**src/rtl/dcache_pkg.sv**
```systemverilog
package dcache_pkg;

    // ==========================================================
    // data cache geometry
    // ==========================================================
    localparam int line_words_c = 4;     // words per cache line
    localparam int num_lines_c  = 16;    // direct mapped, one way
    localparam int byte_bits_c  = 2;     // byte offset inside a 32-bit word

    localparam int word_bits_c  = $clog2(line_words_c);
    localparam int index_bits_c = $clog2(num_lines_c);
    localparam int tag_bits_c   = 32 - index_bits_c - word_bits_c - byte_bits_c;

    // ==========================================================
    // address field types
    // ==========================================================
    typedef logic [tag_bits_c-1:0]   tag_t;       // whatever is left above the index
    typedef logic [index_bits_c-1:0] index_t;     // selects the line
    typedef logic [word_bits_c-1:0]  word_sel_t;  // selects the word inside a line
    typedef logic [byte_bits_c-1:0]  byte_off_t;

endpackage
```
**src/rtl/mem_map_pkg.sv**
```systemverilog
package mem_map_pkg;

    // ==========================================================
    // fixed-mapped segments
    // ==========================================================
    typedef logic [2:0] seg_t;

    localparam seg_t seg_kseg0_c = 3'b100;  // direct mapped and cached
    localparam seg_t seg_kseg1_c = 3'b101;  // direct mapped and uncached

    localparam int mem_words_c = 1024;      // depth of the on-chip word memory

    // the top three bits pick the segment
    typedef struct packed {
        seg_t        code;
        logic [28:0] offset;
    } seg_view_t;

    // the same word as the data cache splits it
    typedef struct packed {
        dcache_pkg::tag_t      tag;
        dcache_pkg::index_t    index;
        dcache_pkg::word_sel_t word;
        dcache_pkg::byte_off_t byte_off;
    } cache_view_t;

    // ==========================================================
    // one address word with two decodings
    // ==========================================================
    typedef union packed {
        seg_view_t   seg;    // read by the mmu
        cache_view_t cache;  // read by the dcache
    } addr_t;

endpackage

```
**src/rtl/sramx_if.sv**
```systemverilog
`timescale 1ns/10ps

interface sramx_if;
    import mem_map_pkg::*;

    logic        req;      // held until addr_ok
    logic        wr;
    logic [3:0]  wstrb;    // byte enables, only meaningful on writes
    addr_t       addr;
    logic [31:0] wdata;

    logic        addr_ok;  // request accepted in this cycle
    logic        data_ok;  // one per accepted request, in order
    logic [31:0] rdata;

    modport master (
        output req, wr, wstrb, addr, wdata,
        input  addr_ok, data_ok, rdata
    );

    modport slave (
        input  req, wr, wstrb, addr, wdata,
        output addr_ok, data_ok, rdata
    );

endinterface

```
**src/rtl/mmu.sv**
```systemverilog
`timescale 1ns/10ps

module mmu (
    sramx_if.slave  imem,
    sramx_if.slave  dmem,
    sramx_if.master imem_out,
    sramx_if.master dcache_out,
    sramx_if.master uncached_out
);
    import mem_map_pkg::*;

    addr_t inst_paddr;
    addr_t data_paddr;
    logic  data_uncached;

    // kseg0 and kseg1 drop the segment bits, all other segments pass as they are
    function automatic addr_t map_addr(input addr_t vaddr);
        addr_t paddr;
        paddr = vaddr;
        if ((vaddr.seg.code == seg_kseg0_c) || (vaddr.seg.code == seg_kseg1_c)) begin
            paddr.seg.code = 3'b000;
        end
        return paddr;
    endfunction

    assign inst_paddr    = map_addr(imem.addr);
    assign data_paddr    = map_addr(dmem.addr);
    assign data_uncached = (dmem.addr.seg.code == seg_kseg1_c);  // only kseg1 skips the cache

    // ==========================================================
    // instruction side goes straight on
    // ==========================================================
    assign imem_out.req   = imem.req;
    assign imem_out.wr    = imem.wr;
    assign imem_out.wstrb = imem.wstrb;
    assign imem_out.addr  = inst_paddr;
    assign imem_out.wdata = imem.wdata;
    assign imem.addr_ok   = imem_out.addr_ok;
    assign imem.data_ok   = imem_out.data_ok;
    assign imem.rdata     = imem_out.rdata;

    // ==========================================================
    // data side is steered by segment
    // ==========================================================
    assign dcache_out.req   = dmem.req && !data_uncached;
    assign dcache_out.wr    = dmem.wr;
    assign dcache_out.wstrb = dmem.wstrb;
    assign dcache_out.addr  = data_paddr;
    assign dcache_out.wdata = dmem.wdata;

    assign uncached_out.req   = dmem.req && data_uncached;
    assign uncached_out.wr    = dmem.wr;
    assign uncached_out.wstrb = dmem.wstrb;
    assign uncached_out.addr  = data_paddr;
    assign uncached_out.wdata = dmem.wdata;

    // the address is stable until data_ok, so the response route is too
    assign dmem.addr_ok = data_uncached ? uncached_out.addr_ok : dcache_out.addr_ok;
    assign dmem.data_ok = data_uncached ? uncached_out.data_ok : dcache_out.data_ok;
    assign dmem.rdata   = data_uncached ? uncached_out.rdata   : dcache_out.rdata;

endmodule

```
**src/flat_wrapper.sv**
```systemverilog
// flat-port wrapper written by rule: the top's interface ports become plain ports
module mmu_flat import mem_map_pkg::*;
  (imem_req, imem_wr, imem_wstrb, imem_addr, imem_wdata, imem_addr_ok, imem_data_ok, imem_rdata, dmem_req, dmem_wr, dmem_wstrb, dmem_addr, dmem_wdata, dmem_addr_ok, dmem_data_ok, dmem_rdata, imem_out_req, imem_out_wr, imem_out_wstrb, imem_out_addr, imem_out_wdata, imem_out_addr_ok, imem_out_data_ok, imem_out_rdata, dcache_out_req, dcache_out_wr, dcache_out_wstrb, dcache_out_addr, dcache_out_wdata, dcache_out_addr_ok, dcache_out_data_ok, dcache_out_rdata, uncached_out_req, uncached_out_wr, uncached_out_wstrb, uncached_out_addr, uncached_out_wdata, uncached_out_addr_ok, uncached_out_data_ok, uncached_out_rdata);
  sramx_if imem_i ();
  sramx_if dmem_i ();
  sramx_if imem_out_i ();
  sramx_if dcache_out_i ();
  sramx_if uncached_out_i ();
  input wire logic [$bits(imem_i.req)-1:0] imem_req;
  input wire logic [$bits(imem_i.wr)-1:0] imem_wr;
  input wire logic [$bits(imem_i.wstrb)-1:0] imem_wstrb;
  input wire logic [$bits(imem_i.addr)-1:0] imem_addr;
  input wire logic [$bits(imem_i.wdata)-1:0] imem_wdata;
  output wire logic [$bits(imem_i.addr_ok)-1:0] imem_addr_ok;
  output wire logic [$bits(imem_i.data_ok)-1:0] imem_data_ok;
  output wire logic [$bits(imem_i.rdata)-1:0] imem_rdata;
  input wire logic [$bits(dmem_i.req)-1:0] dmem_req;
  input wire logic [$bits(dmem_i.wr)-1:0] dmem_wr;
  input wire logic [$bits(dmem_i.wstrb)-1:0] dmem_wstrb;
  input wire logic [$bits(dmem_i.addr)-1:0] dmem_addr;
  input wire logic [$bits(dmem_i.wdata)-1:0] dmem_wdata;
  output wire logic [$bits(dmem_i.addr_ok)-1:0] dmem_addr_ok;
  output wire logic [$bits(dmem_i.data_ok)-1:0] dmem_data_ok;
  output wire logic [$bits(dmem_i.rdata)-1:0] dmem_rdata;
  output wire logic [$bits(imem_out_i.req)-1:0] imem_out_req;
  output wire logic [$bits(imem_out_i.wr)-1:0] imem_out_wr;
  output wire logic [$bits(imem_out_i.wstrb)-1:0] imem_out_wstrb;
  output wire logic [$bits(imem_out_i.addr)-1:0] imem_out_addr;
  output wire logic [$bits(imem_out_i.wdata)-1:0] imem_out_wdata;
  input wire logic [$bits(imem_out_i.addr_ok)-1:0] imem_out_addr_ok;
  input wire logic [$bits(imem_out_i.data_ok)-1:0] imem_out_data_ok;
  input wire logic [$bits(imem_out_i.rdata)-1:0] imem_out_rdata;
  output wire logic [$bits(dcache_out_i.req)-1:0] dcache_out_req;
  output wire logic [$bits(dcache_out_i.wr)-1:0] dcache_out_wr;
  output wire logic [$bits(dcache_out_i.wstrb)-1:0] dcache_out_wstrb;
  output wire logic [$bits(dcache_out_i.addr)-1:0] dcache_out_addr;
  output wire logic [$bits(dcache_out_i.wdata)-1:0] dcache_out_wdata;
  input wire logic [$bits(dcache_out_i.addr_ok)-1:0] dcache_out_addr_ok;
  input wire logic [$bits(dcache_out_i.data_ok)-1:0] dcache_out_data_ok;
  input wire logic [$bits(dcache_out_i.rdata)-1:0] dcache_out_rdata;
  output wire logic [$bits(uncached_out_i.req)-1:0] uncached_out_req;
  output wire logic [$bits(uncached_out_i.wr)-1:0] uncached_out_wr;
  output wire logic [$bits(uncached_out_i.wstrb)-1:0] uncached_out_wstrb;
  output wire logic [$bits(uncached_out_i.addr)-1:0] uncached_out_addr;
  output wire logic [$bits(uncached_out_i.wdata)-1:0] uncached_out_wdata;
  input wire logic [$bits(uncached_out_i.addr_ok)-1:0] uncached_out_addr_ok;
  input wire logic [$bits(uncached_out_i.data_ok)-1:0] uncached_out_data_ok;
  input wire logic [$bits(uncached_out_i.rdata)-1:0] uncached_out_rdata;
  assign imem_i.req = imem_req;
  assign imem_i.wr = imem_wr;
  assign imem_i.wstrb = imem_wstrb;
  assign imem_i.addr = imem_addr;
  assign imem_i.wdata = imem_wdata;
  assign imem_addr_ok = imem_i.addr_ok;
  assign imem_data_ok = imem_i.data_ok;
  assign imem_rdata = imem_i.rdata;
  assign dmem_i.req = dmem_req;
  assign dmem_i.wr = dmem_wr;
  assign dmem_i.wstrb = dmem_wstrb;
  assign dmem_i.addr = dmem_addr;
  assign dmem_i.wdata = dmem_wdata;
  assign dmem_addr_ok = dmem_i.addr_ok;
  assign dmem_data_ok = dmem_i.data_ok;
  assign dmem_rdata = dmem_i.rdata;
  assign imem_out_req = imem_out_i.req;
  assign imem_out_wr = imem_out_i.wr;
  assign imem_out_wstrb = imem_out_i.wstrb;
  assign imem_out_addr = imem_out_i.addr;
  assign imem_out_wdata = imem_out_i.wdata;
  assign imem_out_i.addr_ok = imem_out_addr_ok;
  assign imem_out_i.data_ok = imem_out_data_ok;
  assign imem_out_i.rdata = imem_out_rdata;
  assign dcache_out_req = dcache_out_i.req;
  assign dcache_out_wr = dcache_out_i.wr;
  assign dcache_out_wstrb = dcache_out_i.wstrb;
  assign dcache_out_addr = dcache_out_i.addr;
  assign dcache_out_wdata = dcache_out_i.wdata;
  assign dcache_out_i.addr_ok = dcache_out_addr_ok;
  assign dcache_out_i.data_ok = dcache_out_data_ok;
  assign dcache_out_i.rdata = dcache_out_rdata;
  assign uncached_out_req = uncached_out_i.req;
  assign uncached_out_wr = uncached_out_i.wr;
  assign uncached_out_wstrb = uncached_out_i.wstrb;
  assign uncached_out_addr = uncached_out_i.addr;
  assign uncached_out_wdata = uncached_out_i.wdata;
  assign uncached_out_i.addr_ok = uncached_out_addr_ok;
  assign uncached_out_i.data_ok = uncached_out_data_ok;
  assign uncached_out_i.rdata = uncached_out_rdata;
  mmu u_core (.imem(imem_i), .dmem(dmem_i), .imem_out(imem_out_i), .dcache_out(dcache_out_i), .uncached_out(uncached_out_i));
endmodule
```
**config.mk**
```make
export PLATFORM = sky130hd
export DESIGN_NAME = mmu_flat
export DESIGN_NICKNAME = d
export VERILOG_FILES = /design/src/rtl/dcache_pkg.sv /design/src/rtl/mem_map_pkg.sv /design/src/rtl/sramx_if.sv /design/src/rtl/mmu.sv /design/src/flat_wrapper.sv
export SDC_FILE = /design/constraint.sdc
export NUM_CORES = 1
export LEC_CHECK = 0
export BUFFER_PORTS_ARGS = -buffer_cell sky130_fd_sc_hd__clkbuf_2
export CAP_MARGIN = 15
export CORE_AREA = 2 2 201 203
export DETAILED_ROUTE_END_ITERATION = 16
export DIE_AREA = 0 0 203 205
export GPL_TIMING_DRIVEN = 0
export PLACE_DENSITY = 0.37
export RECOVER_POWER = 50
export SYNTH_ARGS = -nofsm -noshare
export SYNTH_HDL_FRONTEND = slang
export SYNTH_SLANG_ARGS = --single-unit
```
**constraint.sdc**
```tcl
create_clock -name vclk -period 1.9
set_input_delay 0.19 -clock vclk [all_inputs]
set_output_delay 0.19 -clock vclk [all_outputs]
set_load 0.03 [all_outputs]
```
==> impl_metrics.json <==
{
  "antenna_found_initial": 0,
  "pre_cts_slack_ns": 0.359,
  "dp_hpwl_mm": 9.86,
  "grt_pass1_vias": 2373,
  "cts_resized": 0,
  "synth.largest_area_cell": "buf_4",
  "setup_viol": 0,
  "grt_pass1_wl_mm": 12.4,
  "relSlewSlack_pct": 74.4,
  "vdd_ir_drop_max_mv": 0.0811,
  "fin_nets": 883,
  "netlist_top_cells_area": "buf_4 74%, mux2_4 17%, mux2_2 2.8%",
  "die_h_um": 205,
  "die_w_um": 203,
  "syn_nets": 528,
  "final.min_clock_period_ns": 1.49,
  "firstDrtPassIters": 4,
  "crit_type": "primary input to primary output",
  "hold_viol_final": 0,
  "syn_area_sq_um": 2400,
  "cap_viol_max_count": 0,
  "portBuffers": 353,
  "status": "finished clean",
  "grt_use_total_pct": 3.78,
  "pwr_density_cell_nw_per_um2": 327,
  "critical_path.max_stage_delay_ns": 0.30,
  "rsz0062_at_grt": "no",
  "end_kind": "primary output",
  "drv_slew": 0,
  "max_freq_ghz": 0.671,
  "postCtsSetupBuffers": 0,
  "ant_nets": 0,
  "core_area_sq_um": 39400,
  "slowest_stage": "mux2_4",
  "initial_core_util_pct": 6.11,
  "diodes": 0,
  "synth_area_per_cell_sq_um": 8.40,
  "required_ns": 1.71,
  "syn2layout_area_growth_pct": 93.6,
  "hp-class": "primary input to primary output",
  "num_vias": 2776,
  "cp-start-kind": "primary input",
  "period_share_pct": 78.4,
  "yosys_warnings": 0,
  "drtIter0Drc": 58,
  "rows": 73,
  "postCtsHoldBufs": 0,
  "drive_gt1_share_pct": 76.7,
  "crit_top_cell": "clkbuf_2",
  "timing.setup.tns_ns": 0,
  "crit_chain": "clkbuf_2 -> nand3b_4 -> buf_6 -> buf_8 -> mux2_4 -> clkbuf_2",
  "ys_types": 13,
  "gp_congestion": 0.762,
  "yosysSeqAreaShare_pct": 0,
  "finalWirelength_mm": 10.2,
  "via_per_inst": 2.38,
  "drc": 0,
  "fin_ws_ns": 0.411,
  "seq_cells": 0,
  "critPathMaxFanout": 10,
  "clkbuf_count": 0,
  "ioPinCount": 520,
  "synth_top_area_share_pct": 73.7,
  "die_area_sq_um": 41600,
  "routedWlPerCell_um": 8.73,
  "tightest_slew_ns": 0.385,
  "synthTopCellsByCount": "236 x buf_4, 28 x mux2_4, 6 x mux2_2",
  "leakage_nw": 2.56,
  "overflow": 0,
  "yosysMostFrequentCell": "buf_4",
  "grt_max_degree": 11,
  "syn-instance-count": 286,
  "regArea_sq_um": 0,
  "worstPathArrival_ns": 1.30
}
-- per-layer routing --
layer  part of all wire, %  up-vias  GRT usage, %
met3                    11        0         0.541
li1                      -     1358             -
met4                     0        0             0
met1                    29     1155          3.36
met5                     0        -             0
met2                    60      263          8.95
-- cell type report --
cell class | instances | area (sq um)
timing repair buffer | 353 | 1590
tap | 525 | 657
buffer | 242 | 1850
fill | 4616 | 34700
inverter | 3 | 11.3
multi-input combinational | 41 | 546
-- metrics by stage --
step	utilization (%)	power, mW	std cells	area [sq um]	hold WS [ns]
after detailed placement	12.3	1.58	1164	4830	0.641
after global placement	12.3	1.59	1164	4830	0.642
after floorplan	-	1.18	286	2400	0.512
after global routing	11.8	1.60	1164	4650	0.655
final	11.8	1.52	1164	4650	0.641
after CTS	12.3	1.58	1164	4830	0.641
-- power by group --
part	switching, mW	internal [mW]	total [mW]
clock network	0	0	0
logic	0.916	0.608	1.52
registers	0	0	0
total	0.916	0.608	1.52
-- critical path, delay by kind of cell --
family	cells	cell delay [ns]
buffers and inverters	4	0.66
muxes	1	0.30
and+or+nand+nor	1	0.13
-- worst paths after layout --
check	startpoint	end	slack, ns	cells past startpoint
max	dmem_addr[30]	dmem_rdata[24]	0.41	6
min	dmem_addr[12]	dcache_out_addr[12]	0.64	2
-- cell usage in the layout, fill, tap and decap left out, drive strengths merged --
master  synthesis  final
a21boi          2      2
and2            3      3
buf           241    241
clkbuf          1    354
inv             3      3
mux2           34     34
nand3b          1      1
nor2            1      1
-- cell families (layout without fill, tap and decap cells) --
group	after synthesis	in the layout	synth area share (%)
buffers and inverters	245	598	77.3
muxes	34	34	20.3
and+or+nand+nor	5	5	1.77
AOI/OAI and AO/OA	2	2	0.624
Note: power is estimated with default switching activity, not from simulation.
