`src/rtl/dcache_pkg.sv`:
```
package dcache_pkg;

    // ==========================================================
    // data cache geometry
    // ==========================================================
    localparam int line_words_c = 4;     // words per cache line
    localparam int num_lines_c  = 16;    // direct mapped, one way
    localparam int byte_bits_c  = 2;     // byte offset inside a 32-bit word

    localparam int word_bits_c  = $clog2(line_words_c);
    localparam int index_bits_c = $clog2(num_lines_c);
    localparam int tag_bits_c   = 32 - index_bits_c - word_bits_c - byte_bits_c;

    // ==========================================================
    // address field types
    // ==========================================================
    typedef logic [tag_bits_c-1:0]   tag_t;       // whatever is left above the index
    typedef logic [index_bits_c-1:0] index_t;     // selects the line
    typedef logic [word_bits_c-1:0]  word_sel_t;  // selects the word inside a line
    typedef logic [byte_bits_c-1:0]  byte_off_t;

endpackage
```
`src/rtl/mem_map_pkg.sv`:
```
package mem_map_pkg;

    // ==========================================================
    // fixed-mapped segments
    // ==========================================================
    typedef logic [2:0] seg_t;

    localparam seg_t seg_kseg0_c = 3'b100;  // direct mapped and cached
    localparam seg_t seg_kseg1_c = 3'b101;  // direct mapped and uncached

    localparam int mem_words_c = 1024;      // depth of the on-chip word memory

    // the top three bits pick the segment
    typedef struct packed {
        seg_t        code;
        logic [28:0] offset;
    } seg_view_t;

    // the same word as the data cache splits it
    typedef struct packed {
        dcache_pkg::tag_t      tag;
        dcache_pkg::index_t    index;
        dcache_pkg::word_sel_t word;
        dcache_pkg::byte_off_t byte_off;
    } cache_view_t;

    // ==========================================================
    // one address word with two decodings
    // ==========================================================
    typedef union packed {
        seg_view_t   seg;    // read by the mmu
        cache_view_t cache;  // read by the dcache
    } addr_t;

endpackage

```
`src/rtl/sramx_if.sv`:
```
`timescale 1ns/10ps

interface sramx_if;
    import mem_map_pkg::*;

    logic        req;      // held until addr_ok
    logic        wr;
    logic [3:0]  wstrb;    // byte enables, only meaningful on writes
    addr_t       addr;
    logic [31:0] wdata;

    logic        addr_ok;  // request accepted in this cycle
    logic        data_ok;  // one per accepted request, in order
    logic [31:0] rdata;

    modport master (
        output req, wr, wstrb, addr, wdata,
        input  addr_ok, data_ok, rdata
    );

    modport slave (
        input  req, wr, wstrb, addr, wdata,
        output addr_ok, data_ok, rdata
    );

endinterface

```
`src/rtl/dcache.sv`:
```
`timescale 1ns/10ps

module dcache (
    input  logic    clk,
    input  logic    arst_n,
    sramx_if.slave  cpu,
    sramx_if.master mem
);
    import mem_map_pkg::*;
    import dcache_pkg::*;

    typedef enum logic [1:0] {S_IDLE, S_HIT, S_REFILL, S_WRITE} state_t;

    state_t      state_q;
    addr_t       req_addr_q;   // captured on acceptance
    logic [3:0]  req_wstrb_q;
    logic [31:0] req_wdata_q;
    word_sel_t   fill_cnt_q;   // word of the line being fetched
    logic        mem_wait_q;   // memory request accepted, data_ok still to come
    logic [31:0] rdata_q;

    logic        valid_q [num_lines_c];
    tag_t        tag_q   [num_lines_c];
    logic [31:0] data_q  [num_lines_c][line_words_c];

    index_t      cpu_idx;
    word_sel_t   cpu_word;
    addr_t       fill_addr;
    logic        hit;
    logic        accept;
    logic        fill_last;

    assign cpu_idx   = cpu.addr.cache.index;
    assign cpu_word  = cpu.addr.cache.word;
    assign hit       = valid_q[cpu_idx] && (tag_q[cpu_idx] == cpu.addr.cache.tag);
    assign accept    = cpu.req && (state_q == S_IDLE);  // one access in flight at a time
    assign fill_last = (fill_cnt_q == word_sel_t'(line_words_c - 1));

    always_comb begin
        fill_addr                = req_addr_q;
        fill_addr.cache.word     = fill_cnt_q;
        fill_addr.cache.byte_off = '0;
    end

    // ==========================================================
    // cpu and memory side handshakes
    // ==========================================================
    assign cpu.addr_ok = accept;
    assign cpu.data_ok = (state_q == S_HIT) || ((state_q == S_WRITE) && mem.data_ok);
    assign cpu.rdata   = rdata_q;

    assign mem.req   = ((state_q == S_REFILL) || (state_q == S_WRITE)) && !mem_wait_q;
    assign mem.wr    = (state_q == S_WRITE);
    assign mem.addr  = (state_q == S_WRITE) ? req_addr_q : fill_addr;
    assign mem.wstrb = (state_q == S_WRITE) ? req_wstrb_q : 4'b0000;
    assign mem.wdata = req_wdata_q;

    // ==========================================================
    // control state
    // ==========================================================
    always_ff @(posedge clk or negedge arst_n) begin
        if (!arst_n) begin
            state_q    <= S_IDLE;
            fill_cnt_q <= '0;
            mem_wait_q <= 1'b0;
            for (int i = 0; i < num_lines_c; i++) begin
                valid_q[i] <= 1'b0;
            end
        end else begin
            if (mem.req && mem.addr_ok) begin
                mem_wait_q <= 1'b1;
            end else if (mem.data_ok) begin
                mem_wait_q <= 1'b0;
            end

            case (state_q)
                S_IDLE: begin
                    if (accept) begin
                        if (cpu.wr) begin
                            state_q <= S_WRITE;      // hit or miss, the write goes through
                        end else if (hit) begin
                            state_q <= S_HIT;
                        end else begin
                            state_q    <= S_REFILL;
                            fill_cnt_q <= '0;
                        end
                    end
                end
                S_HIT: state_q <= S_IDLE;
                S_REFILL: begin
                    if (mem.data_ok) begin
                        fill_cnt_q <= fill_cnt_q + 1'b1;
                        if (fill_last) begin
                            valid_q[req_addr_q.cache.index] <= 1'b1;
                            state_q                         <= S_HIT;
                        end
                    end
                end
                S_WRITE: begin
                    if (mem.data_ok) begin
                        state_q <= S_IDLE;
                    end
                end
                default: state_q <= S_IDLE;
            endcase
        end
    end

    // ==========================================================
    // request capture, tag and data arrays
    // ==========================================================
    always_ff @(posedge clk) begin
        if (accept) begin
            req_addr_q  <= cpu.addr;
            req_wstrb_q <= cpu.wstrb;
            req_wdata_q <= cpu.wdata;
        end
        if (accept && !cpu.wr && hit) begin
            rdata_q <= data_q[cpu_idx][cpu_word];
        end
        if (accept && cpu.wr && hit) begin
            for (int b = 0; b < 4; b++) begin
                if (cpu.wstrb[b]) begin
                    data_q[cpu_idx][cpu_word][8*b +: 8] <= cpu.wdata[8*b +: 8];  // merge strobed bytes
                end
            end
        end
        if ((state_q == S_REFILL) && mem.data_ok) begin
            data_q[req_addr_q.cache.index][fill_cnt_q] <= mem.rdata;
            if (fill_cnt_q == req_addr_q.cache.word) begin
                rdata_q <= mem.rdata;                // the word the cpu asked for
            end
            if (fill_last) begin
                tag_q[req_addr_q.cache.index] <= req_addr_q.cache.tag;
            end
        end
    end

endmodule

```
`src/flat_wrapper.sv`:
```
// flat-port wrapper written by rule: the top's interface ports become plain ports
module dcache_flat import mem_map_pkg::*; import dcache_pkg::*;
  (clk, arst_n, cpu_req, cpu_wr, cpu_wstrb, cpu_addr, cpu_wdata, cpu_addr_ok, cpu_data_ok, cpu_rdata, mem_req, mem_wr, mem_wstrb, mem_addr, mem_wdata, mem_addr_ok, mem_data_ok, mem_rdata);
  sramx_if cpu_i ();
  sramx_if mem_i ();
  input  logic clk;
  input  logic arst_n;
  input wire logic [$bits(cpu_i.req)-1:0] cpu_req;
  input wire logic [$bits(cpu_i.wr)-1:0] cpu_wr;
  input wire logic [$bits(cpu_i.wstrb)-1:0] cpu_wstrb;
  input wire logic [$bits(cpu_i.addr)-1:0] cpu_addr;
  input wire logic [$bits(cpu_i.wdata)-1:0] cpu_wdata;
  output wire logic [$bits(cpu_i.addr_ok)-1:0] cpu_addr_ok;
  output wire logic [$bits(cpu_i.data_ok)-1:0] cpu_data_ok;
  output wire logic [$bits(cpu_i.rdata)-1:0] cpu_rdata;
  output wire logic [$bits(mem_i.req)-1:0] mem_req;
  output wire logic [$bits(mem_i.wr)-1:0] mem_wr;
  output wire logic [$bits(mem_i.wstrb)-1:0] mem_wstrb;
  output wire logic [$bits(mem_i.addr)-1:0] mem_addr;
  output wire logic [$bits(mem_i.wdata)-1:0] mem_wdata;
  input wire logic [$bits(mem_i.addr_ok)-1:0] mem_addr_ok;
  input wire logic [$bits(mem_i.data_ok)-1:0] mem_data_ok;
  input wire logic [$bits(mem_i.rdata)-1:0] mem_rdata;
  assign cpu_i.req = cpu_req;
  assign cpu_i.wr = cpu_wr;
  assign cpu_i.wstrb = cpu_wstrb;
  assign cpu_i.addr = cpu_addr;
  assign cpu_i.wdata = cpu_wdata;
  assign cpu_addr_ok = cpu_i.addr_ok;
  assign cpu_data_ok = cpu_i.data_ok;
  assign cpu_rdata = cpu_i.rdata;
  assign mem_req = mem_i.req;
  assign mem_wr = mem_i.wr;
  assign mem_wstrb = mem_i.wstrb;
  assign mem_addr = mem_i.addr;
  assign mem_wdata = mem_i.wdata;
  assign mem_i.addr_ok = mem_addr_ok;
  assign mem_i.data_ok = mem_data_ok;
  assign mem_i.rdata = mem_rdata;
  dcache u_core (.clk(clk), .arst_n(arst_n), .cpu(cpu_i), .mem(mem_i));
endmodule
```
`config.mk`:
```
export PLATFORM = sky130hd
export DESIGN_NAME = dcache_flat
export DESIGN_NICKNAME = d
export VERILOG_FILES = /design/src/rtl/dcache_pkg.sv /design/src/rtl/mem_map_pkg.sv /design/src/rtl/sramx_if.sv /design/src/rtl/dcache.sv /design/src/flat_wrapper.sv
export SDC_FILE = /design/constraint.sdc
export NUM_CORES = 2
export LEC_CHECK = 0
export ABC_CLOCK_PERIOD_IN_PS = 10300
export BUFFER_PORTS_ARGS = -buffer_cell sky130_fd_sc_hd__buf_2
export CAP_MARGIN = 15
export CORE_UTILIZATION = 32
export CTS_CLUSTER_DIAMETER = 60
export DETAILED_ROUTE_END_ITERATION = 7
export GPL_ROUTABILITY_DRIVEN = 0
export PLACE_DENSITY = 0.56
export SYNTH_ARGS = -nofsm -noshare
export SYNTH_HDL_FRONTEND = slang
export SYNTH_SLANG_ARGS = --single-unit
```
`constraint.sdc`:
```
create_clock -name clk -period 10.3 [get_ports clk]
set_clock_uncertainty 0.2 [all_clocks]
set_input_delay 2.06 -clock clk [delete_from_list [all_inputs] [get_ports clk]]
set_output_delay 2.06 -clock clk [all_outputs]
set_load 0.03 [all_outputs]
```
==> out/metrics.csv <==
metric;value;unit
status;finished with violations;
failing checks;design-rule violations;
Worst-path clk slew;0.06;ns
worst-path maximum fanout;81;
GRT Total Usage;0.169;
post-CTS setup buffer count;0;
cell count after synthesis;4590;
H-tree depth;4;
initial antenna violation count;14;
Area Overhead vs Synth;14.3;%
die height;560;µm
Post-DRT Antenna Nets;0;
final setup fails;0;
Yosys warning total;0;
Yosys cell types;72;
Mapped Nets;4700;
Crit path max-delay family;simple AND/OR/NAND/NOR gates;
Critical Path End Type;flip-flop;
GRT Max-Usage Layer;met2;
Worst EP required;10.60;ns
CP bufs+invs;2;
WL final;269000;µm
area leader, netlist;edfxtp_1;
vias in the first global route;48000;
total vias in the final route;48500;
Synth top area share;0.754;
min Tclk post-route;7.32;ns
Die ar.;313000;µm²
top cells by count, synth;edfxtp_1, mux4_2, nor2_1;
power per cell area;235;nW/µm²
core area;309000;µm²
Synth Area per Inst;21.7;µm²
Tcrit/Tclk final;0.710;
Slew Limit Fails;0;
clk_lat worst skew;0.91;ns
post-synthesis sequential area ratio;0.766;
CP dominant cell by count;mux2i_1;
CTS Buffer Depth;4;
Max stage delay cell, worst path;nor3_4;
Final Hold Vio Count;0;
Root Buffer;clkbuf_16;
Post-synth EDFFs;2500;
Remaining DRCs;33;
Die X;560;µm
Rel. slew slack;0.179;
CTS resizes;0;
CTS sink cnt;2553;
Finished Layout Cells;9182;
WL/cell;29.3;µm
dpl cells;8722;
sum of negative setup slack;0;ns
TritonCTS Buffers;247;
Avg Vias per Cell;5.28;
fin nets;4962;
Startpoint Class;primary input;
Least-Margin Pin Slew;1.23;ns
layout cells sized above 1;0.296;
most frequent cell after synthesis;edfxtp_1;
LEAKAGE;35.4;nW
Critical Path Max Stage Delay;0.94;ns
flops & latches, synth;2553;
critical path, cell by cell;buf_8 -> buf_4 -> mux4_2 -> mux2i_1 -> mux2i_1 -> a31oi_1 -> and4b_1 -> nand4_1 -> nor3_4 -> a31oi_2 -> nor2_1;
RSZ-0062 raised after global routing;no;
Max Cap Viol;0;
post-synthesis cell area;99600;µm²
WS Path Type;primary input to flip-flop;
DRT iter0 DRCs;5614;
GR Util met1;0.232;
share of synthesized flip-flops with an asynchronous set or reset;0.00823;
Initial DRT Pass Iterations;8;
Initial Util;0.322;
global route overflow;0;
CP arrival;7.62;ns
highest clock rate;137;MHz
Hold Path Class;flip-flop to flip-flop;
IO Pins;210;
IR drop worst, VDD;0.219;mV
HPWL after DPL;161000;µm
# rows;204;
Buffers on Ports;209;
pin count of the biggest net entering global routing;158;
Synth area leaders;edfxtp_1, mux4_2, nor2_1;
CTS Hold Bufs;0;
met2 usage;0.276;
first-pass GRT wire length;382000;µm
Filler Cells Inserted;27700;
Synth Flop Type;edfxtp_1;
met3 usage;0.0295;
CTS tree;done;
-- layer usage --
metal  up-vias  part of all wire
met2      2154              0.48
met5         -           0.00014
met4         6             0.027
li1      19600                 -
met1     26300              0.42
met3       365             0.070
-- logic make-up (layout without fill, tap and decap cells) --
kind of cell    count (synthesis)  in the layout  synth area share
flops                        2553           2553             0.766
fa+ha+maj                       4              4          0.000503
buf+inv                       329            795            0.0161
xor+xnor                       24             24           0.00211
simple gates                  647            647            0.0281
other cells                     0              6                 0
compound gates                226            226            0.0182
mux                           807            807             0.169
-- final cells by class --
| class | count | area, µm² | share of cell area |
|---|---|---|---|
| Antenna cell | 6 | 15.0 | 0.000132 |
| Clock buffer | 293 | 6450 | 0.0567 |
| Clock inverter | 160 | 1770 | 0.0156 |
| Inverter | 43 | 164 | 0.00144 |
| Multi-Input combinational cell | 1708 | 22200 | 0.195 |
| Sequential cell | 2553 | 76200 | 0.670 |
| Tap cell | 4120 | 5150 | 0.0453 |
| Timing Repair Buffer | 299 | 1830 | 0.0161 |
-- sequential cells by signal (all words and copies together), names as in the netlist --
signal              count
u_core.mem_wait_q       1
u_core.tag_q          384
u_core.mem.wdata       32
u_core.state_q          2
u_core.req_wstrb_q      4
u_core.data_q        2048
u_core.valid_q         16
u_core.req_addr_q      32
u_core.cpu.rdata       32
u_core.fill_cnt_q       2
-- final timing paths --
check,startpoint,endpoint,slack [ns],cells after the start
hold reg to reg,u_core.cpu.rdata[0],u_core.cpu.rdata[0],0.25,2
min in group asynchronous,arst_n,u_core.fill_cnt_q[0],1.04,1
hold / removal,u_core.cpu.rdata[0],u_core.cpu.rdata[0],0.25,2
setup / recovery,cpu_addr[4],u_core.data_q[1][9],2.98,11
max in group asynchronous,arst_n,u_core.valid_q[4],8.35,1
setup reg to reg,u_core.state_q[1],u_core.data_q[3][35],4.89,9
-- worst reg2reg max path, stage by stage (launching register included) --
cell and delay [ns]:
dfrtp_1 0.50, nor3b_2 0.29, and2_0 0.20, buf_4 0.22, or4_2 0.88, buf_4 0.39
o21ai_1 0.38, nand2_1 0.68, buf_4 0.51, nor2_1 0.74
-- cells in the final DEF (no fill, tap or decap), drive strengths merged, types with 10 or more instances in the layout --
master and count:
edfxtp 2500, mux4 699, nor2 318, buf 299
clkbuf 293, nand2 183, mux2i 93, clkinv 92
a22oi 85, inv 58, a211oi 36, nor4 36
bufinv 32, dfxtp 32, clkinvlp 21, dfrtp 21
o21ai 21, a31oi 21, and2 20, or2 18
xnor2 17, mux2 15, nor3 15, and3 12
nor2b 12, o22ai 10
-- through the flow --
stage,worst slack (ns),area [µm²],power (mW),utilization,hold slack [ns]
floorplan,4.01,99600,15.6,-,0.234
global placement,2.15,106000,17.8,0.341,0.239
detailed placement,2.05,106000,17.8,0.341,0.242
CTS,2.98,114000,27.0,0.368,0.255
global route,2.78,114000,27.5,0.368,0.281
finish,2.98,114000,26.7,0.368,0.248
-- report_power, final --
group	leakage [nW]	internal, mW	switching [mW]
logic	8.36	0.719	3.26
clock network	3.99	5.29	3.99
registers	23.1	13.2	0.194
total	35.4	19.3	7.45
Power figures use the tool's default switching activity.
