--- src/rtl/dcache_pkg.sv ---
package dcache_pkg;

    // ==========================================================
    // data cache geometry
    // ==========================================================
    localparam int line_words_c = 4;     // words per cache line
    localparam int num_lines_c  = 16;    // direct mapped, one way
    localparam int byte_bits_c  = 2;     // byte offset inside a 32-bit word

    localparam int word_bits_c  = $clog2(line_words_c);
    localparam int index_bits_c = $clog2(num_lines_c);
    localparam int tag_bits_c   = 32 - index_bits_c - word_bits_c - byte_bits_c;

    // ==========================================================
    // address field types
    // ==========================================================
    typedef logic [tag_bits_c-1:0]   tag_t;       // whatever is left above the index
    typedef logic [index_bits_c-1:0] index_t;     // selects the line
    typedef logic [word_bits_c-1:0]  word_sel_t;  // selects the word inside a line
    typedef logic [byte_bits_c-1:0]  byte_off_t;

endpackage
--- src/rtl/mem_map_pkg.sv ---
package mem_map_pkg;

    // ==========================================================
    // fixed-mapped segments
    // ==========================================================
    typedef logic [2:0] seg_t;

    localparam seg_t seg_kseg0_c = 3'b100;  // direct mapped and cached
    localparam seg_t seg_kseg1_c = 3'b101;  // direct mapped and uncached

    localparam int mem_words_c = 1024;      // depth of the on-chip word memory

    // the top three bits pick the segment
    typedef struct packed {
        seg_t        code;
        logic [28:0] offset;
    } seg_view_t;

    // the same word as the data cache splits it
    typedef struct packed {
        dcache_pkg::tag_t      tag;
        dcache_pkg::index_t    index;
        dcache_pkg::word_sel_t word;
        dcache_pkg::byte_off_t byte_off;
    } cache_view_t;

    // ==========================================================
    // one address word with two decodings
    // ==========================================================
    typedef union packed {
        seg_view_t   seg;    // read by the mmu
        cache_view_t cache;  // read by the dcache
    } addr_t;

endpackage

--- src/rtl/sramx_if.sv ---
`timescale 1ns/10ps

interface sramx_if;
    import mem_map_pkg::*;

    logic        req;      // held until addr_ok
    logic        wr;
    logic [3:0]  wstrb;    // byte enables, only meaningful on writes
    addr_t       addr;
    logic [31:0] wdata;

    logic        addr_ok;  // request accepted in this cycle
    logic        data_ok;  // one per accepted request, in order
    logic [31:0] rdata;

    modport master (
        output req, wr, wstrb, addr, wdata,
        input  addr_ok, data_ok, rdata
    );

    modport slave (
        input  req, wr, wstrb, addr, wdata,
        output addr_ok, data_ok, rdata
    );

endinterface

--- src/rtl/mem_arbiter.sv ---
`timescale 1ns/10ps

module mem_arbiter (
    input  logic    clk,
    input  logic    arst_n,
    sramx_if.slave  dc,
    sramx_if.slave  unc,
    sramx_if.slave  ins,
    sramx_if.master mem
);
    typedef enum logic [1:0] {GNT_NONE, GNT_DC, GNT_UNC, GNT_INS} grant_t;

    grant_t owner_q;  // master whose access is in flight on mem
    grant_t sel;      // candidate for the next grant
    logic   busy;

    assign busy = (owner_q != GNT_NONE);

    // fixed priority, dcache first and instruction fetch last
    always_comb begin
        if (dc.req) begin
            sel = GNT_DC;
        end else if (unc.req) begin
            sel = GNT_UNC;
        end else if (ins.req) begin
            sel = GNT_INS;
        end else begin
            sel = GNT_NONE;
        end
    end

    // ==========================================================
    // request mux onto the memory channel
    // ==========================================================
    assign mem.req = !busy && (sel != GNT_NONE);

    always_comb begin
        mem.wr    = 1'b0;
        mem.wstrb = '0;
        mem.addr  = '0;
        mem.wdata = '0;
        case (sel)
            GNT_DC: begin
                mem.wr    = dc.wr;
                mem.wstrb = dc.wstrb;
                mem.addr  = dc.addr;
                mem.wdata = dc.wdata;
            end
            GNT_UNC: begin
                mem.wr    = unc.wr;
                mem.wstrb = unc.wstrb;
                mem.addr  = unc.addr;
                mem.wdata = unc.wdata;
            end
            GNT_INS: begin
                mem.wr    = ins.wr;
                mem.wstrb = ins.wstrb;
                mem.addr  = ins.addr;
                mem.wdata = ins.wdata;
            end
            default: ;
        endcase
    end

    // ==========================================================
    // responses go back to the owner only
    // ==========================================================
    assign dc.addr_ok  = mem.req && mem.addr_ok && (sel == GNT_DC);
    assign unc.addr_ok = mem.req && mem.addr_ok && (sel == GNT_UNC);
    assign ins.addr_ok = mem.req && mem.addr_ok && (sel == GNT_INS);

    assign dc.data_ok  = mem.data_ok && (owner_q == GNT_DC);
    assign unc.data_ok = mem.data_ok && (owner_q == GNT_UNC);
    assign ins.data_ok = mem.data_ok && (owner_q == GNT_INS);

    assign dc.rdata  = (owner_q == GNT_DC)  ? mem.rdata : '0;
    assign unc.rdata = (owner_q == GNT_UNC) ? mem.rdata : '0;
    assign ins.rdata = (owner_q == GNT_INS) ? mem.rdata : '0;

    always_ff @(posedge clk or negedge arst_n) begin
        if (!arst_n) begin
            owner_q <= GNT_NONE;
        end else if (mem.req && mem.addr_ok) begin
            owner_q <= sel;       // grant held until its data_ok
        end else if (mem.data_ok) begin
            owner_q <= GNT_NONE;
        end
    end

endmodule

--- src/flat_wrapper.sv ---
// flat-port wrapper written by rule: the top's interface ports become plain ports
module mem_arbiter_flat 
  (clk, arst_n, dc_req, dc_wr, dc_wstrb, dc_addr, dc_wdata, dc_addr_ok, dc_data_ok, dc_rdata, unc_req, unc_wr, unc_wstrb, unc_addr, unc_wdata, unc_addr_ok, unc_data_ok, unc_rdata, ins_req, ins_wr, ins_wstrb, ins_addr, ins_wdata, ins_addr_ok, ins_data_ok, ins_rdata, mem_req, mem_wr, mem_wstrb, mem_addr, mem_wdata, mem_addr_ok, mem_data_ok, mem_rdata);
  sramx_if dc_i ();
  sramx_if unc_i ();
  sramx_if ins_i ();
  sramx_if mem_i ();
  input  logic clk;
  input  logic arst_n;
  input wire logic [$bits(dc_i.req)-1:0] dc_req;
  input wire logic [$bits(dc_i.wr)-1:0] dc_wr;
  input wire logic [$bits(dc_i.wstrb)-1:0] dc_wstrb;
  input wire logic [$bits(dc_i.addr)-1:0] dc_addr;
  input wire logic [$bits(dc_i.wdata)-1:0] dc_wdata;
  output wire logic [$bits(dc_i.addr_ok)-1:0] dc_addr_ok;
  output wire logic [$bits(dc_i.data_ok)-1:0] dc_data_ok;
  output wire logic [$bits(dc_i.rdata)-1:0] dc_rdata;
  input wire logic [$bits(unc_i.req)-1:0] unc_req;
  input wire logic [$bits(unc_i.wr)-1:0] unc_wr;
  input wire logic [$bits(unc_i.wstrb)-1:0] unc_wstrb;
  input wire logic [$bits(unc_i.addr)-1:0] unc_addr;
  input wire logic [$bits(unc_i.wdata)-1:0] unc_wdata;
  output wire logic [$bits(unc_i.addr_ok)-1:0] unc_addr_ok;
  output wire logic [$bits(unc_i.data_ok)-1:0] unc_data_ok;
  output wire logic [$bits(unc_i.rdata)-1:0] unc_rdata;
  input wire logic [$bits(ins_i.req)-1:0] ins_req;
  input wire logic [$bits(ins_i.wr)-1:0] ins_wr;
  input wire logic [$bits(ins_i.wstrb)-1:0] ins_wstrb;
  input wire logic [$bits(ins_i.addr)-1:0] ins_addr;
  input wire logic [$bits(ins_i.wdata)-1:0] ins_wdata;
  output wire logic [$bits(ins_i.addr_ok)-1:0] ins_addr_ok;
  output wire logic [$bits(ins_i.data_ok)-1:0] ins_data_ok;
  output wire logic [$bits(ins_i.rdata)-1:0] ins_rdata;
  output wire logic [$bits(mem_i.req)-1:0] mem_req;
  output wire logic [$bits(mem_i.wr)-1:0] mem_wr;
  output wire logic [$bits(mem_i.wstrb)-1:0] mem_wstrb;
  output wire logic [$bits(mem_i.addr)-1:0] mem_addr;
  output wire logic [$bits(mem_i.wdata)-1:0] mem_wdata;
  input wire logic [$bits(mem_i.addr_ok)-1:0] mem_addr_ok;
  input wire logic [$bits(mem_i.data_ok)-1:0] mem_data_ok;
  input wire logic [$bits(mem_i.rdata)-1:0] mem_rdata;
  assign dc_i.req = dc_req;
  assign dc_i.wr = dc_wr;
  assign dc_i.wstrb = dc_wstrb;
  assign dc_i.addr = dc_addr;
  assign dc_i.wdata = dc_wdata;
  assign dc_addr_ok = dc_i.addr_ok;
  assign dc_data_ok = dc_i.data_ok;
  assign dc_rdata = dc_i.rdata;
  assign unc_i.req = unc_req;
  assign unc_i.wr = unc_wr;
  assign unc_i.wstrb = unc_wstrb;
  assign unc_i.addr = unc_addr;
  assign unc_i.wdata = unc_wdata;
  assign unc_addr_ok = unc_i.addr_ok;
  assign unc_data_ok = unc_i.data_ok;
  assign unc_rdata = unc_i.rdata;
  assign ins_i.req = ins_req;
  assign ins_i.wr = ins_wr;
  assign ins_i.wstrb = ins_wstrb;
  assign ins_i.addr = ins_addr;
  assign ins_i.wdata = ins_wdata;
  assign ins_addr_ok = ins_i.addr_ok;
  assign ins_data_ok = ins_i.data_ok;
  assign ins_rdata = ins_i.rdata;
  assign mem_req = mem_i.req;
  assign mem_wr = mem_i.wr;
  assign mem_wstrb = mem_i.wstrb;
  assign mem_addr = mem_i.addr;
  assign mem_wdata = mem_i.wdata;
  assign mem_i.addr_ok = mem_addr_ok;
  assign mem_i.data_ok = mem_data_ok;
  assign mem_i.rdata = mem_rdata;
  mem_arbiter u_core (.clk(clk), .arst_n(arst_n), .dc(dc_i), .unc(unc_i), .ins(ins_i), .mem(mem_i));
endmodule
--- config.mk ---
export PLATFORM = sky130hd
export DESIGN_NAME = mem_arbiter_flat
export DESIGN_NICKNAME = d
export VERILOG_FILES = /design/src/rtl/dcache_pkg.sv /design/src/rtl/mem_map_pkg.sv /design/src/rtl/sramx_if.sv /design/src/rtl/mem_arbiter.sv /design/src/flat_wrapper.sv
export SDC_FILE = /design/constraint.sdc
export NUM_CORES = 1
export LEC_CHECK = 0
export ABC_AREA = 0
export BUFFER_PORTS_ARGS = -buffer_cell sky130_fd_sc_hd__buf_2
export CAP_MARGIN = 10
export CORE_AREA = 2 2 164 166
export CTS_BUF_LIST = sky130_fd_sc_hd__clkbuf_4 sky130_fd_sc_hd__clkbuf_8
export DETAILED_ROUTE_END_ITERATION = 6
export DIE_AREA = 0 0 166 168
export SLEW_MARGIN = 25
export SYNTH_ARGS = -nofsm -noshare
export SYNTH_HDL_FRONTEND = slang
export SYNTH_SLANG_ARGS = --single-unit
--- constraint.sdc ---
create_clock -name clk -period 1.5 [get_ports clk]
set_input_delay 0.225 -clock clk [delete_from_list [all_inputs] [get_ports clk]]
set_output_delay 0.225 -clock clk [all_outputs]
set_load 0.02 [all_outputs]
==> results.ini, run 1 <==
[placed_design]
io_buffers = 417
postPlaceCellArea_mm2 = 0.00542
dp_hpwl_mm = 12.2
gp_congestion = 0.792

[clock_tree]
cts_tree = done
clk_latency_ns = 0.21
cts.sinks = 2
clk_pin_slew_ns = 0.03
h-tree-depth = 1
cts_root_buf = clkbuf_8
numCtsBuffers = 3
clockBufferDepth = 2

[die]
ios = 418
fp.dieH_um = 168
die_w_um = 166
die_area_mm2 = 0.0279
core_region_area_mm2 = 0.0264
initial_core_util_pct = 10.1
rows = 60

[critical_path]
arrival_ns = 1.31
reg2reg_to = u_core.owner_q[1]
worst-setup-path-type = reg -> out
path_max_fanout = 5
regToRegSetupSlack_ns = 0.24
slowest_delay_ns = 0.48
cp_top_family = flip-flops
critical_path.startpoint_type = flop
ff2ff_path_depth = 5
critPathMostFrequentCell = buf_6
critical_path_buf_inv_count = 2
cpMaxStageDelayCell = dfrtp_2
critPathCaptureType = primary output
cp_cell_sequence = nor2_4 -> buf_6 -> and3_1 -> buf_6
r2r_start = u_core.owner_q[1]
required_ns = 1.27

[logic_synthesis]
synth_area_per_cell_um2 = 7.16
synthCells = 373
yosys.area_share.simple_pct = 24.6
ys.warnings.count = 0
synth_cell_types = 17
synth_top_family_by_area = compound AO/OA/AOI/OAI gates
yosysSeqAreaShare_pct = 1.87
synthTopCellsByArea = a221oi_2 38%, and3_1 24%, a21oi_1 13%, inv_1 10%, buf_6 3.8%
synth_compound_area_share_pct = 52.8
synth_area_mm2 = 0.00267
synth_edf_count = 0
synth_mux_area_share_pct = 0
yosysTopAreaCell = a221oi_2
synthFlopType = dfrtp_1
async_flop_share_pct = 100
synth-seq-cells = 2
synthAdderAreaFrac_pct = 0
synthXorXnorAreaFrac_pct = 0
yosysTopAreaCellShare_pct = 38.2
synthesis.nets = 619

[routing]
ant_nets = 0
via_count = 4561
drtPass1Iterations = 4
wl_mm = 15.3
wl_per_cell_um = 13.5
dr.first_iter.drc_count = 172
drcViolationCount = 0
vias_per_cell = 4.03

[run_status]
violations = setup timing
outcome = finished with violations

[cells_and_area]
regMostFlops = u_core.owner_q
nets = 1040
drive_gt1_share_pct = 69.8
n_antenna_cell = 0
area_delta_synth_final_pct = 123
final_common_cell = buf_2
top_regs = u_core.owner_q x2
final_cell_area_mm2 = 0.00594
final.fill_count = 2878
largest_reg_flops = 2
layout_common_cells = 345 x buf_2, 99 x and3_1, 86 x buf_4, 69 x inv_1, 66 x a221oi_2

[run]
drv_cap = 0

[grt]
grt.busiest_layer = met2
grt_util_met1_pct = 11.7
use_met2_pct = 16.9
grt_pass1_wl_mm = 21.2
grt_use_total_pct = 9.31
first_global_vias = 3986
gr-usage-met3_pct = 1.06
antenna_found_initial = 0
grt_overflow = 0
grt_max_degree = 39

[pwr]
leakage_nw = 3.61
vdd_drop_max_v = 0.000435
power.density_mw_per_mm2 = 479

[hold_path]
holdPathStages = 2
hp-start = mem_data_ok
min_path_type = in -> reg
hold_end = u_core.owner_q[0]

[sta]
timing.hold.ws_ns = 0.248
setup_ws_ns = -0.0309
maxSlewViolCount = 0
setup_viol = 20
fmax_mhz = 653
fin_crit_sh_pct = 102
rsz0062_at_grt = yes
tightest_slew_ns = 0.362
skew_ns = 0.0000182
maxSlewHeadroom_pct = 75.8
hold_viol = 0
period_needed_ns = 1.53

## report_power, final
group	leakage (nW)	internal [mW]	switching (mW)	total (mW)
combinational	3.56	1.15	1.39	2.54
clock	0.0216	0.170	0.0416	0.211
sequential	0.0231	0.0645	0.0276	0.0920
## cell type report
cell class	count	area, µm²	share of cell area [%]
clock buffers	3	41.3	0.695
inverters	71	272	4.57
multi-input cells	248	2150	36.2
flip-flops and latches	2	52.6	0.884
well taps	341	427	7.18
repair buffers	468	3000	50.5
## synth_stat cells, types with 2 or more instances
| cell type | instances |
|---|---|
| and3_1 | 102 |
| inv_1 | 71 |
| a21oi_1 | 69 |
| a221oi_2 | 68 |
| clkbuf_1 | 25 |
| buf_2 | 16 |
| buf_6 | 9 |
| dfrtp_1 | 2 |
| o211ai_1 | 2 |
| o21ai_0 | 2 |
## kinds of logic (layout without fill, tap and decap cells)
kind of cell / Yosys count / after routing
DFF: 2 / 2
buffers and inverters: 123 / 542
AOI/OAI and AO/OA: 143 / 143
and+or+nand+nor: 105 / 105
## through the flow
step                      worst slack, ns  cells  power (mW)  utilization (%)  TNS (ns)
after floorplan                     0.117    373        1.31                -         0
after global placement            -0.0770   1122        2.32             20.6    -0.180
after detailed placement          -0.0884   1122        2.34             20.6    -0.316
after CTS                         -0.0461   1131        2.64             21.2    -0.683
after global routing              -0.0953   1133        3.04             22.5     -7.00
final                             -0.0309   1133        2.85             22.5    -0.213
## per-layer routing
metal	wire length [µm]	part of all wire [%]	up-vias
met1	6210	41	2069
met3	910	6.0	14
met4	275	1.8	0
met5	0	0	-
li1	-	-	2228
met2	7900	52	250
## worst max path at each step
stage,from,end,depth (start not counted)
after floorplan,unc_req,mem_addr[0],6
after detailed placement,ins_req,mem_wdata[18],7
after global placement,ins_req,mem_wdata[18],7
final,u_core.owner_q[1],unc_addr_ok,4
after CTS,u_core.owner_q[1],dc_rdata[5],4
after global routing,ins_req,mem_wdata[24],7
## what timing repair did
action	CTS	global route
setup buffers	4	0
gates cloned	1	3
setup endpoints to repair	120	153
pin swaps	1	0
hold buffers	1	0
endpoints found under the hold margin	2	0
resized for setup	22	93
Note: power is estimated with default switching activity, not from simulation.
==> run 2: changes to the inputs <==
BUFFER_PORTS_ARGS = -buffer_cell sky130_fd_sc_hd__clkbuf_2   (was -buffer_cell sky130_fd_sc_hd__buf_2)
==> run 2 against run 1 <==
- the flow still finishes with violations (setup timing)
- total power down 3.4%
- wire length down 1.9%
- maximum frequency about the same
- die area unchanged
- sequential cell count unchanged
- via count about the same
- clock-buffer cell count unchanged
- cell count up 0.18%
- sequential power about the same
- sequential share of layout area about the same
- clock skew up 0.0016 ns
- critical path type unchanged
==> results.ini, run 2 (synthesis gave the netlist of run 1 again) <==
[run_status]
outcome = finished with violations
violations = setup timing

[sta]
setup_ws_ns = -0.0312  ; -0.000267 ns
maxSlewHeadroom_pct = 77.2  ; +1.4 points
fin_crit_sh_pct = 102  ; about the same
tightest_slew_ns = 0.340  ; -0.0222 ns
period_needed_ns = 1.53  ; +0.000267 ns
timing.hold.ws_ns = 0.243  ; -0.00418 ns
fmax_mhz = 653  ; about the same
hold_viol = 0  ; unchanged
maxSlewViolCount = 0  ; unchanged
setup_viol = 5  ; -75%
rsz0062_at_grt = yes
skew_ns = 0.00163  ; +0.00161 ns

[clock_tree]
clockBufferDepth = 2  ; unchanged
cts.sinks = 2  ; unchanged
numCtsBuffers = 3  ; unchanged
cts_root_buf = clkbuf_8
h-tree-depth = 1  ; unchanged
clk_pin_slew_ns = 0.03  ; about the same
clk_latency_ns = 0.21  ; about the same
cts_tree = done

[die]
core_region_area_mm2 = 0.0264  ; unchanged
initial_core_util_pct = 10.1  ; unchanged
die_area_mm2 = 0.0279  ; unchanged
die_w_um = 166  ; unchanged
rows = 60  ; unchanged
fp.dieH_um = 168  ; unchanged
ios = 418  ; unchanged

[routing]
drtPass1Iterations = 4  ; unchanged
ant_nets = 0  ; unchanged
vias_per_cell = 4.02  ; -0.22%
wl_per_cell_um = 13.2  ; -2.1%
via_count = 4559  ; -0.044%
wl_mm = 15.0  ; -1.9%
drcViolationCount = 0  ; unchanged
dr.first_iter.drc_count = 192  ; +12%

[pwr]
power.density_mw_per_mm2 = 473  ; -1.2%
vdd_drop_max_v = 0.000431  ; -0.90%
leakage_nw = 3.54  ; -1.9%

[critical_path]
required_ns = 1.27  ; about the same
worst-setup-path-type = reg -> out
slowest_delay_ns = 0.45  ; -0.03 ns
crit_cells = 4  ; unchanged
critical_path.startpoint_type = flop
cp_top_family = flip-flops
cpMaxStageDelayCell = dfrtp_2
critPathCaptureType = primary output
cp_cell_sequence = inv_2 -> buf_12 -> and3_1 -> clkbuf_2
path_max_fanout = 23  ; +18
arrival_ns = 1.31  ; about the same
critical_path_buf_inv_count = 3  ; +1
ff2ff_path_depth = 5  ; unchanged

[cells_and_area]
final.fill_count = 2957  ; +2.7%
nets = 1042  ; +0.19%
area_delta_synth_final_pct = 118
final_common_cell = clkbuf_2
n_antenna_cell = 0  ; unchanged
regMostFlops = u_core.owner_q
largest_reg_flops = 2  ; unchanged
layout_common_cells = 353 x clkbuf_2, 97 x and3_1, 69 x inv_1, 68 x a21oi_1
drive_gt1_share_pct = 69.3  ; -0.55 points
stdcell_count = 1135  ; +0.18%
top_regs = u_core.owner_q x2

[hold_path]
min_path_type = in -> reg
holdPathStages = 2  ; unchanged

[grt]
grt_overflow = 0  ; unchanged
grt_use_total_pct = 9.20  ; -0.11 points
grt_pass1_wl_mm = 21.1  ; -0.65%
antenna_found_initial = 0  ; unchanged
grt_max_degree = 37  ; -5.1%
first_global_vias = 4018  ; +0.80%

[placed_design]
dp_hpwl_mm = 12.3  ; +0.82%
io_buffers = 417  ; unchanged
gp_congestion = 0.767  ; -3.2%
dp_cells = 1122  ; unchanged

[run]
drv_cap = 0  ; unchanged

==> run 2: cell types whose count changed in the layout (fill, tap and decap cells not counted), moves of 4 or more <==
cell      change
clkbuf_2    +353
buf_2       -334
buf_4        -21
buf_6        +12
buf_12        -6
a21oi_1       +4
a21oi_2       -4
buf_8         -4
==> run 2: metal layers <==
layer,track usage (%),vias to the layer above,part of all wire [%]
li1,-,2235,-
met5,0,-,0
met1,11.2,2048,39
met2,16.9,257,52
met3,1.22,19,6.6
met4,2.80,0,2.0
==> run 2: what timing repair did <==
item	in CTS	in global routing
pin swaps	2	2
setup endpoints to repair	100	129
hold buffers	1	0
setup buffers	3	3
gates resized for setup	15	144
hold endpoints to repair	2	0
gates cloned	0	3
==> run 2: worst paths after layout <==
kind / slack (ns) / from / to
worst min-delay path: 0.24 / mem_data_ok / u_core.owner_q[1]
worst max-delay path: -0.03 / u_core.owner_q[1] / dc_rdata[5]
worst max register to register: 0.28 / u_core.owner_q[0] / u_core.owner_q[0]
min in group asynchronous: 0.35 / arst_n / u_core.owner_q[1]
max in group asynchronous: 1.02 / arst_n / u_core.owner_q[0]
worst min register to register: 0.84 / u_core.owner_q[1] / u_core.owner_q[1]
==> run 2: where the power goes <==
part / total [mW] / internal, mW / switching, mW
Combinational: 2.44 / 1.07 / 1.37
Sequential: 0.0918 / 0.0644 / 0.0273
Clock: 0.214 / 0.170 / 0.0442
==> run 2: cell type report <==
type / count / area [µm²] / area share, %
timing repair buffer: 470 / 2880 / 49.6
multi-input combinational: 248 / 2140 / 36.9
tap: 341 / 427 / 7.34
inverter: 71 / 269 / 4.63
sequential: 2 / 52.6 / 0.905
clock buffer: 3 / 41.3 / 0.711
==> run 2: per-stage QoR <==
stage | setup TNS [ns] | area (µm²) | utilization, % | setup WS, ns | total power [mW]
after floorplan | 0 | 2670 | - | 0.117 | 1.31
after global placement | 0 | 5320 | 20.2 | 0.0125 | 2.29
after detailed placement | 0 | 5320 | 20.2 | 0.00446 | 2.30
after CTS | -1.65 | 5440 | 20.7 | -0.0666 | 2.58
after global routing | -4.38 | 5810 | 22.0 | -0.0923 | 2.96
final | -0.0575 | 5810 | 22.0 | -0.0312 | 2.75
